--- config.mk ---
export PLATFORM = sky130hd
export DESIGN_NAME = tile_mem_map
export DESIGN_NICKNAME = d
export VERILOG_FILES = /design/src/hdl/mem_map_pkg.sv /design/src/hdl/mem_msg_pkg.sv /design/src/hdl/mem_msg_if.sv /design/src/hdl/cfg_regs.sv /design/src/hdl/clint_timer.sv /design/src/hdl/loopback_sink.sv /design/src/hdl/mem_cmd_dispatch.sv /design/src/hdl/mem_resp_arbiter.sv /design/src/hdl/resp_two_fifo.sv /design/src/hdl/tile_mem_map.sv
export SDC_FILE = /design/constraint.sdc
export NUM_CORES = 2
export LEC_CHECK = 0
export ABC_AREA = 0
export BUFFER_PORTS_ARGS = -buffer_cell sky130_fd_sc_hd__buf_2
export CORE_AREA = 5 5 286 400
export CTS_CLUSTER_SIZE = 25
export DETAILED_ROUTE_END_ITERATION = 10
export DIE_AREA = 0 0 291 405
export SETUP_SLACK_MARGIN = 0.2
export SKIP_CTS_REPAIR_TIMING = 1
export SKIP_LAST_GASP = 1
export SYNTH_ARGS = -nofsm -noshare
export SYNTH_HDL_FRONTEND = slang
export SYNTH_SLANG_ARGS = --single-unit
--- constraint.sdc ---
create_clock -name clk_i -period 7.1 [get_ports clk_i]
set_input_delay 0.71 -clock clk_i [delete_from_list [all_inputs] [get_ports clk_i]]
set_output_delay 0.71 -clock clk_i [all_outputs]
set_load 0.05 [all_outputs]
--- src/hdl/mem_map_pkg.sv ---
package mem_map_pkg;

  // At or above this goes to external memory
  localparam logic [31:0] DRAM_BASE = 32'h8000_0000;

  // Device field values of local addresses
  localparam logic [3:0] CFG_DEV   = 4'd1;
  localparam logic [3:0] CLINT_DEV = 4'd2;
  localparam logic [3:0] CACHE_DEV = 4'd3;

  // Configuration register file
  localparam int CFG_REG_COUNT = 8;
  localparam int CFG_IDX_WIDTH = $clog2(CFG_REG_COUNT);
  localparam int CFG_IDX_LSB   = 3;   // Doubleword registers

  // Timer register offsets
  localparam logic [19:0] CLINT_MSIP_OFFSET     = 20'h0_0000;
  localparam logic [19:0] CLINT_MTIMECMP_OFFSET = 20'h0_4000;
  localparam logic [19:0] CLINT_MTIME_OFFSET    = 20'h0_bff8;

endpackage

--- src/hdl/mem_msg_pkg.sv ---
package mem_msg_pkg;

  localparam int ADDR_WIDTH = 32;
  localparam int DATA_WIDTH = 64;
  localparam int ID_WIDTH   = 4;   // Requester tag, echoed in every response

  typedef enum logic [1:0] {
    MEM_READ  = 2'b00,
    MEM_WRITE = 2'b01
  } mem_opcode_e;

  // Local memory map view of an address
  typedef struct packed {
    logic [7:0]  upper;
    logic [3:0]  device;   // Bits 23 to 20
    logic [19:0] offset;
  } mem_map_view_s;

  typedef union packed {
    logic [ADDR_WIDTH-1:0] raw;
    mem_map_view_s         map;
  } mem_addr_u;

  typedef struct packed {
    mem_opcode_e         opcode;
    mem_addr_u           addr;
    logic [ID_WIDTH-1:0] id;
  } mem_hdr_s;

endpackage

--- src/hdl/mem_msg_if.sv ---
interface mem_msg_if;
  import mem_msg_pkg::*;

  logic                  valid;
  logic                  ready;
  mem_hdr_s              hdr;
  logic [DATA_WIDTH-1:0] data;

  modport source (
    output valid, hdr, data,
    input  ready
  );

  modport sink (
    input  valid, hdr, data,
    output ready
  );

endinterface

--- src/hdl/cfg_regs.sv ---
module cfg_regs (
  input logic       clk_i,
  input logic       rst_i,
  mem_msg_if.sink   cmd_i,
  mem_msg_if.source resp_o
);
  import mem_msg_pkg::*;
  import mem_map_pkg::*;

  logic [DATA_WIDTH-1:0]    regs_q [CFG_REG_COUNT];
  logic [CFG_IDX_WIDTH-1:0] idx;
  logic                     is_write;
  logic                     cmd_fire;
  logic                     resp_valid_q;
  mem_hdr_s                 resp_hdr_q;
  logic [DATA_WIDTH-1:0]    resp_data_q;

  assign idx         = cmd_i.hdr.addr.raw[CFG_IDX_LSB +: CFG_IDX_WIDTH];
  assign is_write    = (cmd_i.hdr.opcode == MEM_WRITE);
  assign cmd_i.ready = ~resp_valid_q;   // One response in flight
  assign cmd_fire    = cmd_i.valid & cmd_i.ready;

  always_ff @(posedge clk_i)
  begin
    if (rst_i)
    begin
      for (int i = 0; i < CFG_REG_COUNT; i++)
        regs_q[i] <= '0;
    end
    else if (cmd_fire && is_write)
      regs_q[idx] <= cmd_i.data;
  end

  always_ff @(posedge clk_i)
  begin
    if (rst_i)
      resp_valid_q <= 1'b0;
    else if (cmd_fire)
      resp_valid_q <= 1'b1;
    else if (resp_o.ready)
      resp_valid_q <= 1'b0;
  end

  always_ff @(posedge clk_i)
  begin
    if (cmd_fire)
    begin
      resp_hdr_q  <= cmd_i.hdr;
      resp_data_q <= is_write ? '0 : regs_q[idx];
    end
  end

  assign resp_o.valid = resp_valid_q;
  assign resp_o.hdr   = resp_hdr_q;
  assign resp_o.data  = resp_data_q;

endmodule

--- src/hdl/clint_timer.sv ---
module clint_timer (
  input  logic      clk_i,
  input  logic      rst_i,
  mem_msg_if.sink   cmd_i,
  mem_msg_if.source resp_o,
  output logic      timer_irq_o,
  output logic      software_irq_o
);
  import mem_msg_pkg::*;
  import mem_map_pkg::*;

  logic [DATA_WIDTH-1:0] mtime_q;
  logic [DATA_WIDTH-1:0] mtimecmp_q;
  logic                  msip_q;
  logic                  cmd_fire;
  logic                  wr_en;
  logic                  hit_msip;
  logic                  hit_cmp;
  logic                  hit_mtime;
  logic [DATA_WIDTH-1:0] rd_data;
  logic                  resp_valid_q;
  mem_hdr_s              resp_hdr_q;
  logic [DATA_WIDTH-1:0] resp_data_q;

  assign cmd_i.ready = ~resp_valid_q;
  assign cmd_fire    = cmd_i.valid & cmd_i.ready;
  assign wr_en       = cmd_fire & (cmd_i.hdr.opcode == MEM_WRITE);

  assign hit_msip  = (cmd_i.hdr.addr.map.offset == CLINT_MSIP_OFFSET);
  assign hit_cmp   = (cmd_i.hdr.addr.map.offset == CLINT_MTIMECMP_OFFSET);
  assign hit_mtime = (cmd_i.hdr.addr.map.offset == CLINT_MTIME_OFFSET);

  always_comb
  begin
    rd_data = '0;   // Unknown offsets read as zero
    if (hit_msip)
      rd_data = {{(DATA_WIDTH-1){1'b0}}, msip_q};
    else if (hit_cmp)
      rd_data = mtimecmp_q;
    else if (hit_mtime)
      rd_data = mtime_q;
  end

  always_ff @(posedge clk_i)
  begin
    if (rst_i)
    begin
      mtime_q    <= '0;
      mtimecmp_q <= '1;   // No timer interrupt out of reset
      msip_q     <= 1'b0;
    end
    else
    begin
      if (wr_en && hit_mtime)
        mtime_q <= cmd_i.data;
      else
        mtime_q <= mtime_q + 1'b1;
      if (wr_en && hit_cmp)
        mtimecmp_q <= cmd_i.data;
      if (wr_en && hit_msip)
        msip_q <= cmd_i.data[0];
    end
  end

  always_ff @(posedge clk_i)
  begin
    if (rst_i)
      resp_valid_q <= 1'b0;
    else if (cmd_fire)
      resp_valid_q <= 1'b1;
    else if (resp_o.ready)
      resp_valid_q <= 1'b0;
  end

  always_ff @(posedge clk_i)
  begin
    if (cmd_fire)
    begin
      resp_hdr_q  <= cmd_i.hdr;
      resp_data_q <= (cmd_i.hdr.opcode == MEM_WRITE) ? '0 : rd_data;
    end
  end

  assign resp_o.valid = resp_valid_q;
  assign resp_o.hdr   = resp_hdr_q;
  assign resp_o.data  = resp_data_q;

  assign timer_irq_o    = (mtime_q >= mtimecmp_q);
  assign software_irq_o = msip_q;

endmodule

--- src/hdl/loopback_sink.sv ---
module loopback_sink (
  input logic       clk_i,
  input logic       rst_i,
  mem_msg_if.sink   cmd_i,
  mem_msg_if.source resp_o
);
  import mem_msg_pkg::*;

  logic     cmd_fire;
  logic     resp_valid_q;
  mem_hdr_s resp_hdr_q;

  assign cmd_i.ready = ~resp_valid_q;
  assign cmd_fire    = cmd_i.valid & cmd_i.ready;

  always_ff @(posedge clk_i)
  begin
    if (rst_i)
      resp_valid_q <= 1'b0;
    else if (cmd_fire)
      resp_valid_q <= 1'b1;
    else if (resp_o.ready)
      resp_valid_q <= 1'b0;
  end

  // Only the header comes back
  always_ff @(posedge clk_i)
  begin
    if (cmd_fire)
      resp_hdr_q <= cmd_i.hdr;
  end

  assign resp_o.valid = resp_valid_q;
  assign resp_o.hdr   = resp_hdr_q;
  assign resp_o.data  = '0;

endmodule

--- src/hdl/mem_cmd_dispatch.sv ---
module mem_cmd_dispatch (
  mem_msg_if.sink                            cmd_i,
  mem_msg_if.source                          cfg_o,
  mem_msg_if.source                          clint_o,
  mem_msg_if.source                          loop_o,
  output logic                               ext_valid_o,
  input  logic                               ext_ready_i,
  output mem_msg_pkg::mem_hdr_s              ext_hdr_o,
  output logic [mem_msg_pkg::DATA_WIDTH-1:0] ext_data_o
);
  import mem_map_pkg::*;

  logic is_local;
  logic is_cfg;
  logic is_clint;
  logic is_ext;
  logic is_loop;

  assign is_local = (cmd_i.hdr.addr.raw < DRAM_BASE);
  assign is_cfg   = is_local && (cmd_i.hdr.addr.map.device == CFG_DEV);
  assign is_clint = is_local && (cmd_i.hdr.addr.map.device == CLINT_DEV);
  assign is_ext   = !is_local || (cmd_i.hdr.addr.map.device == CACHE_DEV);
  assign is_loop  = is_local && !is_cfg && !is_clint && !is_ext;

  // Any busy target stalls the whole command port
  assign cmd_i.ready = cfg_o.ready & clint_o.ready & loop_o.ready & ext_ready_i;

  // A target only sees valid once the other three are ready, so it never
  // takes a command that the requester still holds
  assign cfg_o.valid   = cmd_i.valid & is_cfg & clint_o.ready & loop_o.ready & ext_ready_i;
  assign clint_o.valid = cmd_i.valid & is_clint & cfg_o.ready & loop_o.ready & ext_ready_i;
  assign loop_o.valid  = cmd_i.valid & is_loop & cfg_o.ready & clint_o.ready & ext_ready_i;
  assign ext_valid_o   = cmd_i.valid & is_ext & cfg_o.ready & clint_o.ready & loop_o.ready;

  assign cfg_o.hdr   = cmd_i.hdr;
  assign clint_o.hdr = cmd_i.hdr;
  assign loop_o.hdr  = cmd_i.hdr;
  assign ext_hdr_o   = cmd_i.hdr;

  assign cfg_o.data   = cmd_i.data;
  assign clint_o.data = cmd_i.data;
  assign loop_o.data  = cmd_i.data;
  assign ext_data_o   = cmd_i.data;

endmodule

--- src/hdl/mem_resp_arbiter.sv ---
module mem_resp_arbiter (
  input  logic                               ext_valid_i,
  output logic                               ext_ready_o,
  input  mem_msg_pkg::mem_hdr_s              ext_hdr_i,
  input  logic [mem_msg_pkg::DATA_WIDTH-1:0] ext_data_i,
  mem_msg_if.sink                            cfg_i,
  mem_msg_if.sink                            clint_i,
  mem_msg_if.sink                            loop_i,
  mem_msg_if.source                          resp_o
);

  assign resp_o.valid = ext_valid_i | cfg_i.valid | clint_i.valid | loop_i.valid;

  // Fixed priority, external memory first
  assign ext_ready_o   = resp_o.ready & ext_valid_i;
  assign cfg_i.ready   = resp_o.ready & cfg_i.valid & ~ext_valid_i;
  assign clint_i.ready = resp_o.ready & clint_i.valid & ~ext_valid_i & ~cfg_i.valid;
  assign loop_i.ready  = resp_o.ready & loop_i.valid & ~ext_valid_i & ~cfg_i.valid
                         & ~clint_i.valid;

  always_comb
  begin
    if (ext_valid_i)
    begin
      resp_o.hdr  = ext_hdr_i;
      resp_o.data = ext_data_i;
    end
    else if (cfg_i.valid)
    begin
      resp_o.hdr  = cfg_i.hdr;
      resp_o.data = cfg_i.data;
    end
    else if (clint_i.valid)
    begin
      resp_o.hdr  = clint_i.hdr;
      resp_o.data = clint_i.data;
    end
    else
    begin
      resp_o.hdr  = loop_i.hdr;
      resp_o.data = loop_i.data;
    end
  end

endmodule

--- src/hdl/resp_two_fifo.sv ---
module resp_two_fifo (
  input logic       clk_i,
  input logic       rst_i,
  mem_msg_if.sink   in_i,
  mem_msg_if.source out_o
);
  import mem_msg_pkg::*;

  mem_hdr_s              hdr_mem [2];
  logic [DATA_WIDTH-1:0] data_mem [2];
  logic                  wr_ptr_q;
  logic                  rd_ptr_q;
  logic                  full_q;
  logic                  empty_q;
  logic                  wr_en;
  logic                  rd_en;

  // Full still takes a write when the head leaves in the same cycle
  assign in_i.ready = ~full_q | out_o.ready;
  assign wr_en      = in_i.valid & in_i.ready;
  assign rd_en      = ~empty_q & out_o.ready;

  always_ff @(posedge clk_i)
  begin
    if (wr_en)
    begin
      hdr_mem[wr_ptr_q]  <= in_i.hdr;
      data_mem[wr_ptr_q] <= in_i.data;
    end
  end

  always_ff @(posedge clk_i)
  begin
    if (rst_i)
    begin
      wr_ptr_q <= 1'b0;
      rd_ptr_q <= 1'b0;
      full_q   <= 1'b0;
      empty_q  <= 1'b1;
    end
    else
    begin
      if (wr_en)
        wr_ptr_q <= ~wr_ptr_q;
      if (rd_en)
        rd_ptr_q <= ~rd_ptr_q;
      if (wr_en && !rd_en)
      begin
        empty_q <= 1'b0;
        full_q  <= (wr_ptr_q != rd_ptr_q);   // Second entry filled
      end
      else if (rd_en && !wr_en)
      begin
        full_q  <= 1'b0;
        empty_q <= (wr_ptr_q != rd_ptr_q);   // Last entry drained
      end
    end
  end

  assign out_o.valid = ~empty_q;
  assign out_o.hdr   = hdr_mem[rd_ptr_q];
  assign out_o.data  = data_mem[rd_ptr_q];

endmodule

--- src/hdl/tile_mem_map.sv ---
module tile_mem_map (
  input  logic                               clk_i,
  input  logic                               rst_i,
  input  logic                               cmd_valid_i,
  output logic                               cmd_ready_o,
  input  mem_msg_pkg::mem_opcode_e           cmd_opcode_i,
  input  logic [mem_msg_pkg::ADDR_WIDTH-1:0] cmd_addr_i,
  input  logic [mem_msg_pkg::ID_WIDTH-1:0]   cmd_id_i,
  input  logic [mem_msg_pkg::DATA_WIDTH-1:0] cmd_data_i,
  output logic                               resp_valid_o,
  input  logic                               resp_ready_i,
  output mem_msg_pkg::mem_opcode_e           resp_opcode_o,
  output logic [mem_msg_pkg::ADDR_WIDTH-1:0] resp_addr_o,
  output logic [mem_msg_pkg::ID_WIDTH-1:0]   resp_id_o,
  output logic [mem_msg_pkg::DATA_WIDTH-1:0] resp_data_o,
  output logic                               mem_cmd_valid_o,
  input  logic                               mem_cmd_ready_i,
  output mem_msg_pkg::mem_opcode_e           mem_cmd_opcode_o,
  output logic [mem_msg_pkg::ADDR_WIDTH-1:0] mem_cmd_addr_o,
  output logic [mem_msg_pkg::ID_WIDTH-1:0]   mem_cmd_id_o,
  output logic [mem_msg_pkg::DATA_WIDTH-1:0] mem_cmd_data_o,
  input  logic                               mem_resp_valid_i,
  output logic                               mem_resp_ready_o,
  input  mem_msg_pkg::mem_opcode_e           mem_resp_opcode_i,
  input  logic [mem_msg_pkg::ADDR_WIDTH-1:0] mem_resp_addr_i,
  input  logic [mem_msg_pkg::ID_WIDTH-1:0]   mem_resp_id_i,
  input  logic [mem_msg_pkg::DATA_WIDTH-1:0] mem_resp_data_i,
  output logic                               timer_irq_o,
  output logic                               software_irq_o
);
  import mem_msg_pkg::*;

  logic     rst_r;
  mem_hdr_s ext_cmd_hdr;
  mem_hdr_s ext_resp_hdr;

  mem_msg_if cmd_if ();
  mem_msg_if cfg_cmd_if ();
  mem_msg_if clint_cmd_if ();
  mem_msg_if loop_cmd_if ();
  mem_msg_if cfg_resp_if ();
  mem_msg_if clint_resp_if ();
  mem_msg_if loop_resp_if ();
  mem_msg_if arb_if ();
  mem_msg_if out_if ();

  always_ff @(posedge clk_i)
    rst_r <= rst_i;   // One extra cycle of reset

  assign cmd_if.valid           = cmd_valid_i;
  assign cmd_if.hdr.opcode      = cmd_opcode_i;
  assign cmd_if.hdr.addr.raw    = cmd_addr_i;
  assign cmd_if.hdr.id          = cmd_id_i;
  assign cmd_if.data            = cmd_data_i;
  assign cmd_ready_o            = cmd_if.ready;

  assign mem_cmd_opcode_o       = ext_cmd_hdr.opcode;
  assign mem_cmd_addr_o         = ext_cmd_hdr.addr.raw;
  assign mem_cmd_id_o           = ext_cmd_hdr.id;
  assign ext_resp_hdr.opcode    = mem_resp_opcode_i;
  assign ext_resp_hdr.addr.raw  = mem_resp_addr_i;
  assign ext_resp_hdr.id        = mem_resp_id_i;

  mem_cmd_dispatch dispatch (
    .cmd_i       (cmd_if.sink),
    .cfg_o       (cfg_cmd_if.source),
    .clint_o     (clint_cmd_if.source),
    .loop_o      (loop_cmd_if.source),
    .ext_valid_o (mem_cmd_valid_o),
    .ext_ready_i (mem_cmd_ready_i),
    .ext_hdr_o   (ext_cmd_hdr),
    .ext_data_o  (mem_cmd_data_o)
  );

  cfg_regs cfg (
    .clk_i  (clk_i),
    .rst_i  (rst_r),
    .cmd_i  (cfg_cmd_if.sink),
    .resp_o (cfg_resp_if.source)
  );

  clint_timer clint (
    .clk_i          (clk_i),
    .rst_i          (rst_r),
    .cmd_i          (clint_cmd_if.sink),
    .resp_o         (clint_resp_if.source),
    .timer_irq_o    (timer_irq_o),
    .software_irq_o (software_irq_o)
  );

  loopback_sink loopback (
    .clk_i  (clk_i),
    .rst_i  (rst_r),
    .cmd_i  (loop_cmd_if.sink),
    .resp_o (loop_resp_if.source)
  );

  mem_resp_arbiter resp_arb (
    .ext_valid_i (mem_resp_valid_i),
    .ext_ready_o (mem_resp_ready_o),
    .ext_hdr_i   (ext_resp_hdr),
    .ext_data_i  (mem_resp_data_i),
    .cfg_i       (cfg_resp_if.sink),
    .clint_i     (clint_resp_if.sink),
    .loop_i      (loop_resp_if.sink),
    .resp_o      (arb_if.source)
  );

  resp_two_fifo resp_fifo (
    .clk_i (clk_i),
    .rst_i (rst_r),
    .in_i  (arb_if.sink),
    .out_o (out_if.source)
  );

  assign resp_valid_o  = out_if.valid;
  assign out_if.ready  = resp_ready_i;
  assign resp_opcode_o = out_if.hdr.opcode;
  assign resp_addr_o   = out_if.hdr.addr.raw;
  assign resp_id_o     = out_if.hdr.id;
  assign resp_data_o   = out_if.data;

endmodule

==> flow_summary_export.csv <==
group,metric,value,unit
global_route,grt_pass1_wl,198000,µm
sta,period_minus_slack,4790,ps
floorplanning,io_pins,420,
pwr,ir_worst_vdd,220,µV
clock_network,cts_buffer_depth,3,
sta,worst_slack,2310,ps
job,cap_violations,0,
clock_network,h-tree-depth,3,
setup_path,cp-end-kind,"output port",
drt,drcViolationCount,0,
run_status,status,"complete, no violations",
floorplanning,die_width,291,µm
sta,tightest_slew,1220,ps
floorplanning,core_area,111000,µm²
placement,dp_hpwl,83900,µm
placement,portBuffers,419,
setup_path,timing.critical_path.arrival,4080,ps
final_layout,seq_area,31500,µm²
global_route,antenna_found_initial,10,
setup_path,crit_slowest_cell,"a311oi_1",
yosys,synth.distinct_cells,56,
yosys,yosysWarnings,0,
sta,finalHoldViolations,0,
setup_path,start_kind,"register",
placement,place_ws,2280,ps
setup_path,cp_max_fo,5,
yosys,synth_edf_count,958,
pwr,power_per_cell_area,261,nW/µm²
sta,rsz0062_at_grt,"false",
global_route,gr-total-overflow,0,
drt,viasPerCell,5.48,
final_layout,design_area,55300,µm²
yosys,ys_seq_area_share,64.1,%
drt,drt-wirelength-per-cell,24.9,µm
final_layout,fin_nets,4101,
yosys,ys.flop_type,"edfxtp_1",
drt,dr_wl_met2,68000,µm
sta,setup_viol,0,
final_layout,fillers,9485,
drt,drtIter0Drc,2134,
yosys,ys_ff_latch,1096,
clock_network,root_buffer,"clkbuf_16",
floorplanning,dieArea,118000,µm²
sta,max_slew_margin,18.5,%
drt,first_pass_iters,6,
hold_path,hold_class,"input pin to register",
yosys,avgSynthCellArea,13.7,µm²
setup_path,cp_cell_sequence,"ha_1 > nand4_1 > nor3_1 > a22o_1 > or4_1 > a311oi_1 > o31ai_1 > buf_2",
yosys,synth_nets,3858,
clock_network,path_clk_slew,60,ps
floorplanning,die_h,405,µm
drt,wl,134000,µm
global_route,grt_usage,22.4,%
final_layout,drive_above_1_share,22.7,%
global_route,grt_pass1_vias,30000,
drt,met1Wirelength,54700,µm
sta,max_freq,209,MHz
floorplanning,initial_core_util,44.5,%
yosys,syn_area,49200,µm²
setup_path,worstPathRequired,6390,ps
drt,highest_layer,"met5",
final_layout,area_delta_synth_final,12.4,%
placement,place_area,51900,µm²
setup_path,crit_buf_inv,1,
drt,vias,29600,
placement,gp_congestion,0.816,
floorplanning,fp-row-count,145,
drt,ant_nets,0,
setup_path,path_class,"register to output port",
yosys,synth_cells,3582,
clock_network,cts_tree,"built",
drt,dr_wl_met3,9140,µm
sta,tns,0,ps
final_layout,multi_input_area,15700,µm²
yosys,synthArstFlopShare,0,%
setup_path,cp_top_family,"compound AO/OA/AOI/OAI gates",
sta,final-max-slew-violation-count,0,
clock_network,insertion_delay,730,ps
global_route,grt_max_degree,92,
pwr,leakage,0.0203,µW
sta,finalClockSkew,28.9,ps
setup_path,slowest_delay,820,ps
clock_network,cts_inserted_buffers,107,
clock_network,cts.sinks,1096,
sta,timing.final.crit_share,67.4,%
-- path summary, 6_finish.rpt --
| check | start | endpoint | slack [ps] | cells past startpoint |
|---|---|---|---|---|
| setup / recovery | clint.mtime_q[39] | timer_irq_o | 2310 | 8 |
| hold / removal | rst_i | rst_r | 100 | 1 |
| setup reg to reg | cfg.resp_o.valid | cfg.regs_q[2][29] | 2670 | 7 |
| hold reg to reg | resp_fifo.empty_q | resp_fifo.empty_q | 480 | 2 |
-- metal layers --
metal | GRT usage [%] | up-vias
met3 | 4.30 | 150
li1 | - | 13600
met1 | 28.8 | 14900
met2 | 39.4 | 970
met5 | 0 | -
met4 | 5.27 | 6
-- synthesized netlist by cell type (102+ instances only) --
cell type	instances	area, µm²
buf_4	102	766
nand2_1	151	567
and2_1	501	3130
nor2_1	317	1190
a22oi_1	128	961
edfxtp_1	958	28800
mux2i_1	102	1020
dfxtp_1	138	2760
mux2_2	102	1150
mux4_2	128	2880
o21ai_0	117	586
clkbuf_1	149	559
-- cells by family (layout without fill, tap and decap cells) --
family	after synthesis	count (layout)	share of synthesized area (%)
xor gates and xnor gates	62	62	1.10
DFF	1096	1096	64.1
muxes	332	332	10.3
buffers and inverters	410	746	4.15
adders and majority gates	66	66	1.68
other	0	5	0
and+or+nand+nor	1151	1151	12.4
AOI/OAI and AO/OA	465	465	6.32
-- registers in the layout (all words and copies together), names as in the netlist, named ones only --
name / flops
rst_r: 1
resp_fifo.rd_ptr_q: 1
clint.mtimecmp_q: 64
resp_fifo.data_mem: 128
cfg.regs_q: 512
clint.mtime_q: 64
loopback.resp_o.valid: 1
cfg.resp_o.valid: 1
clint.software_irq_o: 1
clint.resp_o.hdr: 38
cfg.resp_o.hdr: 38
resp_fifo.hdr_mem: 76
resp_fifo.wr_ptr_q: 1
clint.resp_o.valid: 1
loopback.resp_o.hdr: 38
clint.resp_o.data: 64
cfg.resp_o.data: 64
resp_fifo.full_q: 1
resp_fifo.empty_q: 1
-- cell type report --
cell class	instances	share of cell area [%]
Antenna cell	5	0.0226
Clock buffer	134	5.16
Clock inverter	68	1.06
Inverter	78	0.538
Multi-Input combinational cell	2076	28.4
Sequential cell	1096	57.0
Tap cell	1470	3.33
Timing Repair Buffer	466	4.47
-- power breakdown --
group | leakage [µW] | internal (µW) | switching [µW]
Sequential | 0.0102 | 7280 | 84.2
Clock | 0.00168 | 3180 | 2500
Combinational | 0.00841 | 390 | 997
Total | 0.0203 | 10900 | 3580
-- through the flow --
step	hold WS (ps)	power (µW)	cells	utilization, %
2_1_floorplan	443	8450	3582	-
5_1_grt	85.1	14900	5389	50.0
3_5_place_dp	470	8910	5186	46.9
6_report	104	14400	5393	50.0
4_1_cts	50.7	14600	5388	50.0
3_3_place_gp	455	8900	5186	46.9
-- cell usage in the layout, fill, tap and decap left out, types with 8 or more instances in the layout --
master,instances
nand4_1,24
mux2_2,102
nand2_1,150
a211oi_1,63
ha_1,66
xor2_1,21
or2_4,8
clkbuf_16,109
o21ai_0,117
nor3_1,38
a21oi_1,69
and3_1,9
buf_2,415
clkinv_1,27
inv_1,75
clkinv_2,23
nand3_1,34
edfxtp_1,958
bufinv_16,9
clkbuf_1,22
and4_1,11
dfxtp_1,134
nor2_1,317
nor4_1,19
and2_1,500
mux2i_1,102
mux4_2,128
a21o_1,10
a211o_1,64
buf_4,48
xnor2_1,41
a22oi_1,128
(Power assumes the default switching activity.)
